### src/design/sorted_lists_pkg.sv
package sorted_lists_pkg;

  // Entries per list; the sorting network is wired for exactly four
  localparam int N_ENTRIES = 4;

  // Field widths
  localparam int ID_W   = 4;
  localparam int KEY_W  = 16;
  localparam int SIZE_W = 8;

  typedef logic [ID_W-1:0]              id_t;
  typedef logic [KEY_W-1:0]             key_t;
  typedef logic [SIZE_W-1:0]            size_t;
  // Rank selects one of four sorted positions
  typedef logic [$clog2(N_ENTRIES)-1:0] rank_t;
  // Count runs 0..4, so one bit wider than a rank
  typedef logic [$clog2(N_ENTRIES):0]   count_t;

  // Update operations
  typedef enum logic [1:0] {
    OP_CLEAR   = 2'b00,
    OP_ADD     = 2'b01,
    OP_DELETE  = 2'b10,
    OP_REPLACE = 2'b11
  } op_t;

  // One slot of a list
  typedef struct packed {
    logic  vld;
    key_t  key;
    size_t size;
  } entry_t;

  // Whole list as stored in a table row
  typedef entry_t [N_ENTRIES-1:0] list_t;

  // Update request
  typedef struct packed {
    id_t   id;
    op_t   op;
    key_t  key;
    size_t size;
  } upt_req_t;

  // Query request, also used as the tag through the sorter
  typedef struct packed {
    id_t   id;
    rank_t rank;
  } qry_req_t;

  // Query response
  typedef struct packed {
    key_t   key;
    size_t  size;
    logic   error;
    count_t count;
  } qry_resp_t;

endpackage
### src/design/sorted_lists.sv
`timescale 1ns/10ps

module sorted_lists #(
  parameter int N_LISTS = 16
) (
  input  logic                         clk,
  input  logic                         rst,
  input  logic                         upt_vld,
  input  sorted_lists_pkg::upt_req_t   upt_req,
  output logic                         upt_error_vld,
  output sorted_lists_pkg::id_t        upt_error_id,
  input  logic                         qry_vld,
  input  sorted_lists_pkg::qry_req_t   qry_req,
  output logic                         qry_resp_vld,
  output sorted_lists_pkg::qry_resp_t  qry_resp
);
  import sorted_lists_pkg::*;

  // Update copy read port
  logic  upt_rd_en;
  id_t   upt_rd_id;
  list_t upt_rd_list;

  // Query copy read port
  logic  qry_rd_en;
  id_t   qry_rd_id;
  list_t qry_rd_list;

  // Shared write bus into both copies
  logic  wr_en;
  id_t   wr_id;
  list_t wr_list;

  update_pipe #(
    .N_LISTS (N_LISTS)
  ) i_update_pipe (
    .clk           (clk),
    .rst           (rst),
    .upt_vld       (upt_vld),
    .upt_req       (upt_req),
    .rd_en         (upt_rd_en),
    .rd_id         (upt_rd_id),
    .rd_list       (upt_rd_list),
    .wr_en         (wr_en),
    .wr_id         (wr_id),
    .wr_list       (wr_list),
    .upt_error_vld (upt_error_vld),
    .upt_error_id  (upt_error_id)
  );

  query_pipe #(
    .N_LISTS (N_LISTS)
  ) i_query_pipe (
    .clk          (clk),
    .rst          (rst),
    .qry_vld      (qry_vld),
    .qry_req      (qry_req),
    .rd_en        (qry_rd_en),
    .rd_id        (qry_rd_id),
    .rd_list      (qry_rd_list),
    .qry_resp_vld (qry_resp_vld),
    .qry_resp     (qry_resp)
  );

  // Update copy
  list_table_ram #(
    .N_LISTS (N_LISTS)
  ) i_upt_table (
    .clk     (clk),
    .rd_en   (upt_rd_en),
    .rd_id   (upt_rd_id),
    .rd_list (upt_rd_list),
    .wr_en   (wr_en),
    .wr_id   (wr_id),
    .wr_list (wr_list)
  );

  // Query copy, written in lockstep
  list_table_ram #(
    .N_LISTS (N_LISTS)
  ) i_qry_table (
    .clk     (clk),
    .rd_en   (qry_rd_en),
    .rd_id   (qry_rd_id),
    .rd_list (qry_rd_list),
    .wr_en   (wr_en),
    .wr_id   (wr_id),
    .wr_list (wr_list)
  );

endmodule

### src/design/query_pipe.sv
`timescale 1ns/10ps

module query_pipe #(
  parameter int N_LISTS = 16
) (
  input  logic                         clk,
  input  logic                         rst,
  input  logic                         qry_vld,
  input  sorted_lists_pkg::qry_req_t   qry_req,
  output logic                         rd_en,
  output sorted_lists_pkg::id_t        rd_id,
  input  sorted_lists_pkg::list_t      rd_list,
  output logic                         qry_resp_vld,
  output sorted_lists_pkg::qry_resp_t  qry_resp
);
  import sorted_lists_pkg::*;

  // Same id folding as the update side
  localparam int  AW      = $clog2(N_LISTS);
  localparam id_t ID_MASK = id_t'((1 << AW) - 1);

  // Q0 waits for the read data
  logic     q0_vld;
  qry_req_t q0_req;
  // Q1 holds the unsorted list
  logic     q1_vld;
  qry_req_t q1_req;
  list_t    q1_list;

  // Sorter output
  logic     srt_vld;
  list_t    srt_list;
  qry_req_t srt_tag;

  entry_t   sel;
  count_t   cnt;

  // Read goes out with the accepted query
  assign rd_en = qry_vld;
  assign rd_id = qry_req.id & ID_MASK;

  always_ff @(posedge clk) begin
    if (rst) begin
      q0_vld       <= 1'b0;
      q1_vld       <= 1'b0;
      qry_resp_vld <= 1'b0;
    end else begin
      q0_vld       <= qry_vld;
      q1_vld       <= q0_vld;
      qry_resp_vld <= srt_vld;
    end
  end

  always_ff @(posedge clk) begin
    if (qry_vld) begin
      q0_req <= qry_req;
    end
    if (q0_vld) begin
      q1_req  <= q0_req;
      q1_list <= rd_list;
    end
  end

  // Two more cycles of sorting
  entry_sorter i_sorter (
    .clk      (clk),
    .rst      (rst),
    .in_vld   (q1_vld),
    .in_list  (q1_list),
    .in_tag   (q1_req),
    .out_vld  (srt_vld),
    .out_list (srt_list),
    .out_tag  (srt_tag)
  );

  // Entry at the requested rank
  assign sel = srt_list[srt_tag.rank];

  // Valid entries in the list
  always_comb begin
    cnt = '0;
    for (int i = 0; i < N_ENTRIES; i++) begin
      cnt = cnt + count_t'(srt_list[i].vld);
    end
  end

  // Response, key and size zero on an empty rank
  always_ff @(posedge clk) begin
    if (srt_vld) begin
      qry_resp.key   <= sel.vld ? sel.key : '0;
      qry_resp.size  <= sel.vld ? sel.size : '0;
      qry_resp.error <= ~sel.vld;
      qry_resp.count <= cnt;
    end
  end

endmodule

### src/design/entry_sorter.sv
`timescale 1ns/10ps

module entry_sorter (
  input  logic                        clk,
  input  logic                        rst,
  input  logic                        in_vld,
  input  sorted_lists_pkg::list_t     in_list,
  input  sorted_lists_pkg::qry_req_t  in_tag,
  output logic                        out_vld,
  output sorted_lists_pkg::list_t     out_list,
  output sorted_lists_pkg::qry_req_t  out_tag
);
  import sorted_lists_pkg::*;

  // First stage output
  logic     s1_vld;
  list_t    s1_list;
  qry_req_t s1_tag;

  // Network layers
  list_t    lay1;
  list_t    lay2;
  list_t    lay3;

  // True when a belongs after b: invalid last, then ascending key
  function automatic logic entry_after(entry_t a, entry_t b);
    if (a.vld != b.vld) begin
      return b.vld;
    end
    return a.vld && (a.key > b.key);
  endfunction

  // Compare-exchange of slots lo and hi
  function automatic list_t cmp_swap(list_t l, int lo, int hi);
    list_t r;
    r = l;
    if (entry_after(l[lo], l[hi])) begin
      r[lo] = l[hi];
      r[hi] = l[lo];
    end
    return r;
  endfunction

  // Layers 1 and 2 feed the first register
  // Layer 3 is the single middle comparator
  assign lay1 = cmp_swap(cmp_swap(in_list, 0, 1), 2, 3);
  assign lay2 = cmp_swap(cmp_swap(lay1, 0, 2), 1, 3);
  assign lay3 = cmp_swap(s1_list, 1, 2);

  always_ff @(posedge clk) begin
    if (rst) begin
      s1_vld  <= 1'b0;
      out_vld <= 1'b0;
    end else begin
      s1_vld  <= in_vld;
      out_vld <= s1_vld;
    end
  end

  // Tag rides beside the data
  always_ff @(posedge clk) begin
    if (in_vld) begin
      s1_list <= lay2;
      s1_tag  <= in_tag;
    end
    if (s1_vld) begin
      out_list <= lay3;
      out_tag  <= s1_tag;
    end
  end

endmodule

### src/design/update_pipe.sv
`timescale 1ns/10ps

module update_pipe #(
  parameter int N_LISTS = 16
) (
  input  logic                        clk,
  input  logic                        rst,
  input  logic                        upt_vld,
  input  sorted_lists_pkg::upt_req_t  upt_req,
  output logic                        rd_en,
  output sorted_lists_pkg::id_t       rd_id,
  input  sorted_lists_pkg::list_t     rd_list,
  output logic                        wr_en,
  output sorted_lists_pkg::id_t       wr_id,
  output sorted_lists_pkg::list_t     wr_list,
  output logic                        upt_error_vld,
  output sorted_lists_pkg::id_t       upt_error_id
);
  import sorted_lists_pkg::*;

  // Ids beyond the table fold onto the low address bits
  localparam int  AW      = $clog2(N_LISTS);
  localparam id_t ID_MASK = id_t'((1 << AW) - 1);
  localparam int  SLOT_W  = $clog2(N_ENTRIES);

  // Stage valids
  logic              u0_vld;
  logic              u1_vld;
  logic              u2_vld;

  // U0 holds the request while the table read is in flight
  upt_req_t          u0_req;
  // U1 holds the request and its up-to-date list
  upt_req_t          u1_req;
  list_t             u1_list;
  // U2 holds the executed result
  id_t               u2_id;
  list_t             u2_list;
  logic              u2_err;

  // Copy of the last write, for the read that raced it
  logic              hold_vld;
  id_t               hold_id;
  list_t             hold_list;

  list_t             fwd_list;
  list_t             exec_list;
  logic              exec_err;
  logic              free_found;
  logic [SLOT_W-1:0] free_slot;
  logic              hit_found;
  logic [SLOT_W-1:0] hit_slot;

  // Ids that map to the same table row
  function automatic logic same_list(id_t a, id_t b);
    return ((a ^ b) & ID_MASK) == '0;
  endfunction

  // Table read goes out with the accepted request
  assign rd_en = upt_vld;
  assign rd_id = upt_req.id & ID_MASK;

  // Newest older result wins
  always_comb begin
    if (u1_vld && same_list(u1_req.id, u0_req.id)) begin
      fwd_list = exec_list;
    end else if (u2_vld && same_list(u2_id, u0_req.id)) begin
      fwd_list = u2_list;
    end else if (hold_vld && same_list(hold_id, u0_req.id)) begin
      fwd_list = hold_list;
    end else begin
      fwd_list = rd_list;
    end
  end

  // Lowest free slot and lowest matching slot
  // Scan runs downward so the last hit is the lowest index
  always_comb begin
    free_found = 1'b0;
    free_slot  = '0;
    hit_found  = 1'b0;
    hit_slot   = '0;
    for (int i = N_ENTRIES - 1; i >= 0; i--) begin
      if (!u1_list[i].vld) begin
        free_found = 1'b1;
        free_slot  = SLOT_W'(i);
      end
      if (u1_list[i].vld && (u1_list[i].key == u1_req.key)) begin
        hit_found = 1'b1;
        hit_slot  = SLOT_W'(i);
      end
    end
  end

  // Execute; a failed op leaves the list as it was
  always_comb begin
    exec_list = u1_list;
    exec_err  = 1'b0;
    case (u1_req.op)
      OP_CLEAR: begin
        exec_list = '0;
      end
      OP_ADD: begin
        if (free_found) begin
          exec_list[free_slot].vld  = 1'b1;
          exec_list[free_slot].key  = u1_req.key;
          exec_list[free_slot].size = u1_req.size;
        end else begin
          exec_err = 1'b1;
        end
      end
      OP_DELETE: begin
        if (hit_found) begin
          exec_list[hit_slot] = '0;
        end else begin
          exec_err = 1'b1;
        end
      end
      OP_REPLACE: begin
        if (hit_found) begin
          exec_list[hit_slot].size = u1_req.size;
        end else begin
          exec_err = 1'b1;
        end
      end
    endcase
  end

  // Valid chain
  always_ff @(posedge clk) begin
    if (rst) begin
      u0_vld   <= 1'b0;
      u1_vld   <= 1'b0;
      u2_vld   <= 1'b0;
      hold_vld <= 1'b0;
    end else begin
      u0_vld   <= upt_vld;
      u1_vld   <= u0_vld;
      u2_vld   <= u1_vld;
      hold_vld <= wr_en;
    end
  end

  // Stage payloads
  always_ff @(posedge clk) begin
    if (upt_vld) begin
      u0_req <= upt_req;
    end
    if (u0_vld) begin
      u1_req  <= u0_req;
      u1_list <= fwd_list;
    end
    if (u1_vld) begin
      u2_id   <= u1_req.id;
      u2_list <= exec_list;
      u2_err  <= exec_err;
    end
    if (wr_en) begin
      hold_id   <= wr_id;
      hold_list <= wr_list;
    end
  end

  // Writeback to both table copies
  assign wr_en   = u2_vld;
  assign wr_id   = u2_id & ID_MASK;
  assign wr_list = u2_list;

  // Error report, 3 cycles after accept
  assign upt_error_vld = u2_vld & u2_err;
  assign upt_error_id  = u2_id;

endmodule

### src/design/list_table_ram.sv
`timescale 1ns/10ps

module list_table_ram #(
  parameter int N_LISTS = 16
) (
  input  logic                      clk,
  input  logic                      rd_en,
  input  sorted_lists_pkg::id_t     rd_id,
  output sorted_lists_pkg::list_t   rd_list,
  input  logic                      wr_en,
  input  sorted_lists_pkg::id_t     wr_id,
  input  sorted_lists_pkg::list_t   wr_list
);
  import sorted_lists_pkg::*;

  // One row per list id
  list_t mem [N_LISTS];

  // Write port
  always_ff @(posedge clk) begin
    if (wr_en) begin
      mem[wr_id] <= wr_list;
    end
  end

  // Registered read port
  // Same-edge read of the row being written sees the old row
  always_ff @(posedge clk) begin
    if (rd_en) begin
      rd_list <= mem[rd_id];
    end
  end

endmodule

### config.mk
export PLATFORM = sky130hd
export DESIGN_NAME = sorted_lists
export DESIGN_NICKNAME = d
export VERILOG_FILES = /design/src/design/sorted_lists_pkg.sv /design/src/design/sorted_lists.sv /design/src/design/query_pipe.sv /design/src/design/entry_sorter.sv /design/src/design/update_pipe.sv /design/src/design/list_table_ram.sv
export SDC_FILE = /design/constraint.sdc
export NUM_CORES = 2
export LEC_CHECK = 0
export ABC_AREA = 0
export ABC_CLOCK_PERIOD_IN_PS = 33500
export BUFFER_PORTS_ARGS = -buffer_cell sky130_fd_sc_hd__buf_4
export CORE_ASPECT_RATIO = 1.5
export CORE_UTILIZATION = 33
export DETAILED_ROUTE_END_ITERATION = 10
export HOLD_SLACK_MARGIN = 0.1
export RECOVER_POWER = 100
export SLEW_MARGIN = 20
export SYNTH_ARGS = -nofsm -noshare
export SYNTH_HDL_FRONTEND = slang
export SYNTH_SLANG_ARGS = --single-unit
### constraint.sdc
create_clock -name clk -period 33.5 [get_ports clk]
set_clock_uncertainty 0.1 [all_clocks]
set_input_delay 5.025 -clock clk [delete_from_list [all_inputs] [get_ports clk]]
set_output_delay 5.025 -clock clk [all_outputs]
set_load 0.02 [all_outputs]
==> impl_metrics.py <==
metrics = {
    "timing": {
        "timing.slew.headroom": -4.72,
        "setup_viol_count_final": 0,
        "final.min_clock_period_ns": 15.58,
        "fin_tns_setup_ns": 0,
        "setup_repair_after_global_routing_missed_its_margin": "no",
        "max_slew.worst_pin.slew_ns": 8.58,
        "final_max_slew_viol_count": 3344,
        "hold_viol_final": 0,
        "layout_worst_path_cycle_share": 0.465,
        "setup_ws_ns": 17.92,
        "timing.fmax_mhz": 64.2,
    },
    "clock_network": {
        "cts-root-buf": "sky130_fd_sc_hd__clkbuf_16",
        "clock-sinks": 2514,
        "cts_tree": "built",
        "clock_latency_late_sink_ns": 0.94,
        "clockBufferDepth": 4,
        "cts_resized": 0,
        "worst_setup_hold_path_clk_slew_ns": 0.07,
        "h_tree_depth": 4,
        "cts_hold_buf": 0,
        "tritoncts.num_buffers": 242,
        "buffer_count_from_post_cts_setup_fixing": 0,
    },
    "placement": {
        "detailedPlace.worstSlack_ns": 23.50,
        "globalplace.congestion": 0.861,
        "hpwlAfterDp_um": 180000,
        "place.port_buffers": 73,
        "place.detailed.instances": 9734,
    },
    "global_routing": {
        "grt_util_all_layers": 0.184,
        "grt_pass1_wl_um": 447000,
        "grt_start_max_net_pins": 130,
        "grt_pass1_vias": 60277,
        "antenna_found_initial": 15,
        "grt_remaining_overflow": 0,
    },
    "worst_setup_path": {
        "path_cells": "clkbuf_1 -> clkbuf_1 -> clkbuf_1 -> mux4_2 -> mux4_2",
        "critPathMaxFanout": 62,
        "worst_path_largest_cell_delay_ns": 3.90,
        "cp_common_cell": "sky130_fd_sc_hd__clkbuf_1",
        "worst_setup_path_end_kind": "flop",
        "crit_required_ns": 34.01,
        "crit_type": "in -> reg",
        "cp.arrival_ns": 16.09,
        "cp-start-kind": "input pin",
        "r2r_setup_slack_ns": 22.81,
        "worst_path_max_delay_cell": "sky130_fd_sc_hd__clkbuf_1",
    },
    "floorplan": {
        "chipHeight_um": 711,
        "initial_utilization": 0.331,
        "die_w_um": 475,
        "core-area_mm2": 0.334,
        "overall_die_area_mm2": 0.338,
        "fp-row-count": 260,
        "top_level_ports": 74,
    },
    "cells_and_area": {
        "finalNonFillerCells": 10173,
        "post_route_cells_drive_above_1_share": 0.269,
        "layout-area-overhead-vs-synth_pct": 12.0,
        "postLayoutCoreUtil": 0.371,
        "final_net_count": 5653,
    },
    "status": {
        "status": "finished, violations left",
        "failed_checks": "max-capacitance violations, max-slew violations",
    },
    "synth": {
        "synth_cells": 5436,
        "ys.flop_type": "sky130_fd_sc_hd__edfxtp_1",
        "synth-seq-area-share": 0.681,
        "synth_nets": 5565,
        "yosys_register_bits": 2514,
        "mappedNetlistArea_mm2": 0.111,
        "syn_area_per_cell_um2": 20.4,
        "yosys_warnings": 0,
        "synth-edff-count": 2505,
        "ys_async_sr_fraction": 0,
        "yosys.cell_types.count": 68,
    },
    "power": {
        "max_rail_drop_vdd_mv": 0.0511,
        "total_leakage_power_nw": 39.2,
        "power_per_cell_area_mw_per_mm2": 55.2,
    },
    "routing": {
        "average_vias_per_placed_instance": 5.69,
        "route.antenna.remaining_nets": 0,
        "wl_per_cell_um": 30.8,
        "wl_um": 313000,
        "drc_errors": 0,
        "drt_iter0_drc": 6004,
        "via_count": 57894,
        "detailedRoute.firstPassIterationCount": 6,
    },
    "run": {
        "maximum_capacitance_violations": 97,
    },
    "worst_hold_path": {
        "worstHoldPathType": "reg -> reg",
    },
}
==> area by class of cell <==
cell class                      count  area [µm²]
Clock buffer                      279        6190
Clock inverter                    157        1710
Sequential cell                  2514       75400
Inverter                           96         360
Multi-Input combinational cell   2452       33500
Tap cell                         4454        5570
Antenna cell                        3        7.51
Fill cell                       30213      210000
Timing Repair Buffer              218        1200
==> layout by cell type (no fill, tap or decap), drive strengths merged, types with 4 or more instances in the layout <==
cell type and n:
a221o 16, clkinvlp 23, clkbuf 435, o21ba 8, edfxtp 2505, o2bb2ai 8, a21oi 41, xor2 57
mux2 56, xnor2 19, nand2b 4, mux4 1024, nand4 35, nor3 16, and4 5, nor2 125
clkinv 95, mux2i 202, and2 4, bufinv 31, o211ai 14, dfxtp 9, nand2 260, nor4b 4
nor2b 38, ha 88, a211o 4, o21ai 35, o21a 7, a21o 69, a31oi 34, inv 104
nand3 30, nand4b 4, a311oi 83, a311o 9, a22o 73, and3 24, buf 62, nor4 15
==> per-layer routing <==
layer	GRT usage	part of all wire
met1	0.231	0.37
met2	0.321	0.51
met3	0.0261	0.074
met4	0.0674	0.039
met5	0	0.000073
==> sequential cells by signal, indices dropped and copies added (netlist names), 4 cells and up <==
name	count
i_qry_table.rd_list	100
i_update_pipe.hold_list	100
i_update_pipe.upt_error_id	4
i_update_pipe.wr_list	100
i_query_pipe.i_sorter.lay3	50
i_query_pipe.i_sorter.out_list	100
i_update_pipe.hold_id	4
i_query_pipe.qry_resp	28
i_upt_table.rd_list	100
i_update_pipe.u0_req	30
i_query_pipe.i_sorter.s1_list	50
i_update_pipe.u1_list	100
i_upt_table.mem	1600
i_query_pipe.q1_list	100
i_update_pipe.u1_req	30
==> critical path, delay by kind of cell <==
kind     cells  cell delay (ns)
mux          2             1.25
buf+inv      3             9.62
==> stage by stage <==
stage                     hold slack (ns)  power (W)  instance area (µm²)
after global placement              0.301    0.00410               117000
final                               0.309    0.00684               124000
after floorplan                     0.300    0.00393               111000
after detailed placement            0.305    0.00411               117000
after global routing                0.317    0.00703               124000
after CTS                           0.303    0.00689               125000
==> final timing paths <==
path         cells past startpoint                      startpoint                            endpoint
max                              5                     upt_req[26]             i_upt_table.rd_list[16]
min                              0  i_query_pipe.i_sorter.lay3[88]  i_query_pipe.i_sorter.out_list[88]
max reg2reg                     19        i_query_pipe.q1_list[44]       i_query_pipe.i_sorter.lay3[8]
min reg2reg                      0  i_query_pipe.i_sorter.lay3[88]  i_query_pipe.i_sorter.out_list[88]
==> where the power goes <==
group | switching, W | internal, W
sequential | 0.0000679 | 0.00353
clock | 0.00122 | 0.00156
combinational | 0.000244 | 0.000213
==> Yosys cell counts, types with 4 or more instances <==
cell type	number	area [µm²]
sky130_fd_sc_hd__edfxtp_1	2505	75200
sky130_fd_sc_hd__mux4_2	1024	23100
sky130_fd_sc_hd__clkbuf_1	286	1070
sky130_fd_sc_hd__nand2_1	260	976
sky130_fd_sc_hd__mux2i_1	202	2020
sky130_fd_sc_hd__nor2_1	125	469
sky130_fd_sc_hd__inv_1	96	360
sky130_fd_sc_hd__ha_1	88	1100
sky130_fd_sc_hd__a311oi_1	83	727
sky130_fd_sc_hd__a22o_1	73	639
sky130_fd_sc_hd__a21o_1	69	518
sky130_fd_sc_hd__buf_1	60	225
sky130_fd_sc_hd__xor2_1	57	499
sky130_fd_sc_hd__mux2_2	56	631
sky130_fd_sc_hd__a21oi_1	41	205
sky130_fd_sc_hd__nor2b_1	38	238
sky130_fd_sc_hd__nand4_1	35	219
sky130_fd_sc_hd__o21ai_0	35	175
sky130_fd_sc_hd__a31oi_1	34	213
sky130_fd_sc_hd__nand3_1	30	150
sky130_fd_sc_hd__and3_1	24	150
sky130_fd_sc_hd__buf_2	22	110
sky130_fd_sc_hd__xnor2_1	19	166
sky130_fd_sc_hd__a221o_1	16	160
sky130_fd_sc_hd__nor3_1	15	75.1
sky130_fd_sc_hd__nor4_1	15	93.8
sky130_fd_sc_hd__o211ai_1	14	105
sky130_fd_sc_hd__a311o_1	9	90.1
sky130_fd_sc_hd__dfxtp_1	9	180
sky130_fd_sc_hd__o21ba_2	8	80.1
sky130_fd_sc_hd__o2bb2ai_1	8	70.1
sky130_fd_sc_hd__o21a_1	7	52.6
sky130_fd_sc_hd__and4_1	5	43.8
sky130_fd_sc_hd__a211o_1	4	35.0
sky130_fd_sc_hd__nand2b_1	4	25.0
sky130_fd_sc_hd__nand4b_1	4	35.0
sky130_fd_sc_hd__nor4b_1	4	35.0
==> logic make-up after synthesis <==
kind of cell,synth area share
adder cells (fa/ha/maj),0.0101
AND/OR/NAND/NOR,0.0237
XOR/XNOR,0.00601
AO/OA/AOI/OAI,0.0302
multiplexers,0.232
buffers and inverters,0.0165
flip-flops,0.681
(Power assumes the default switching activity.)
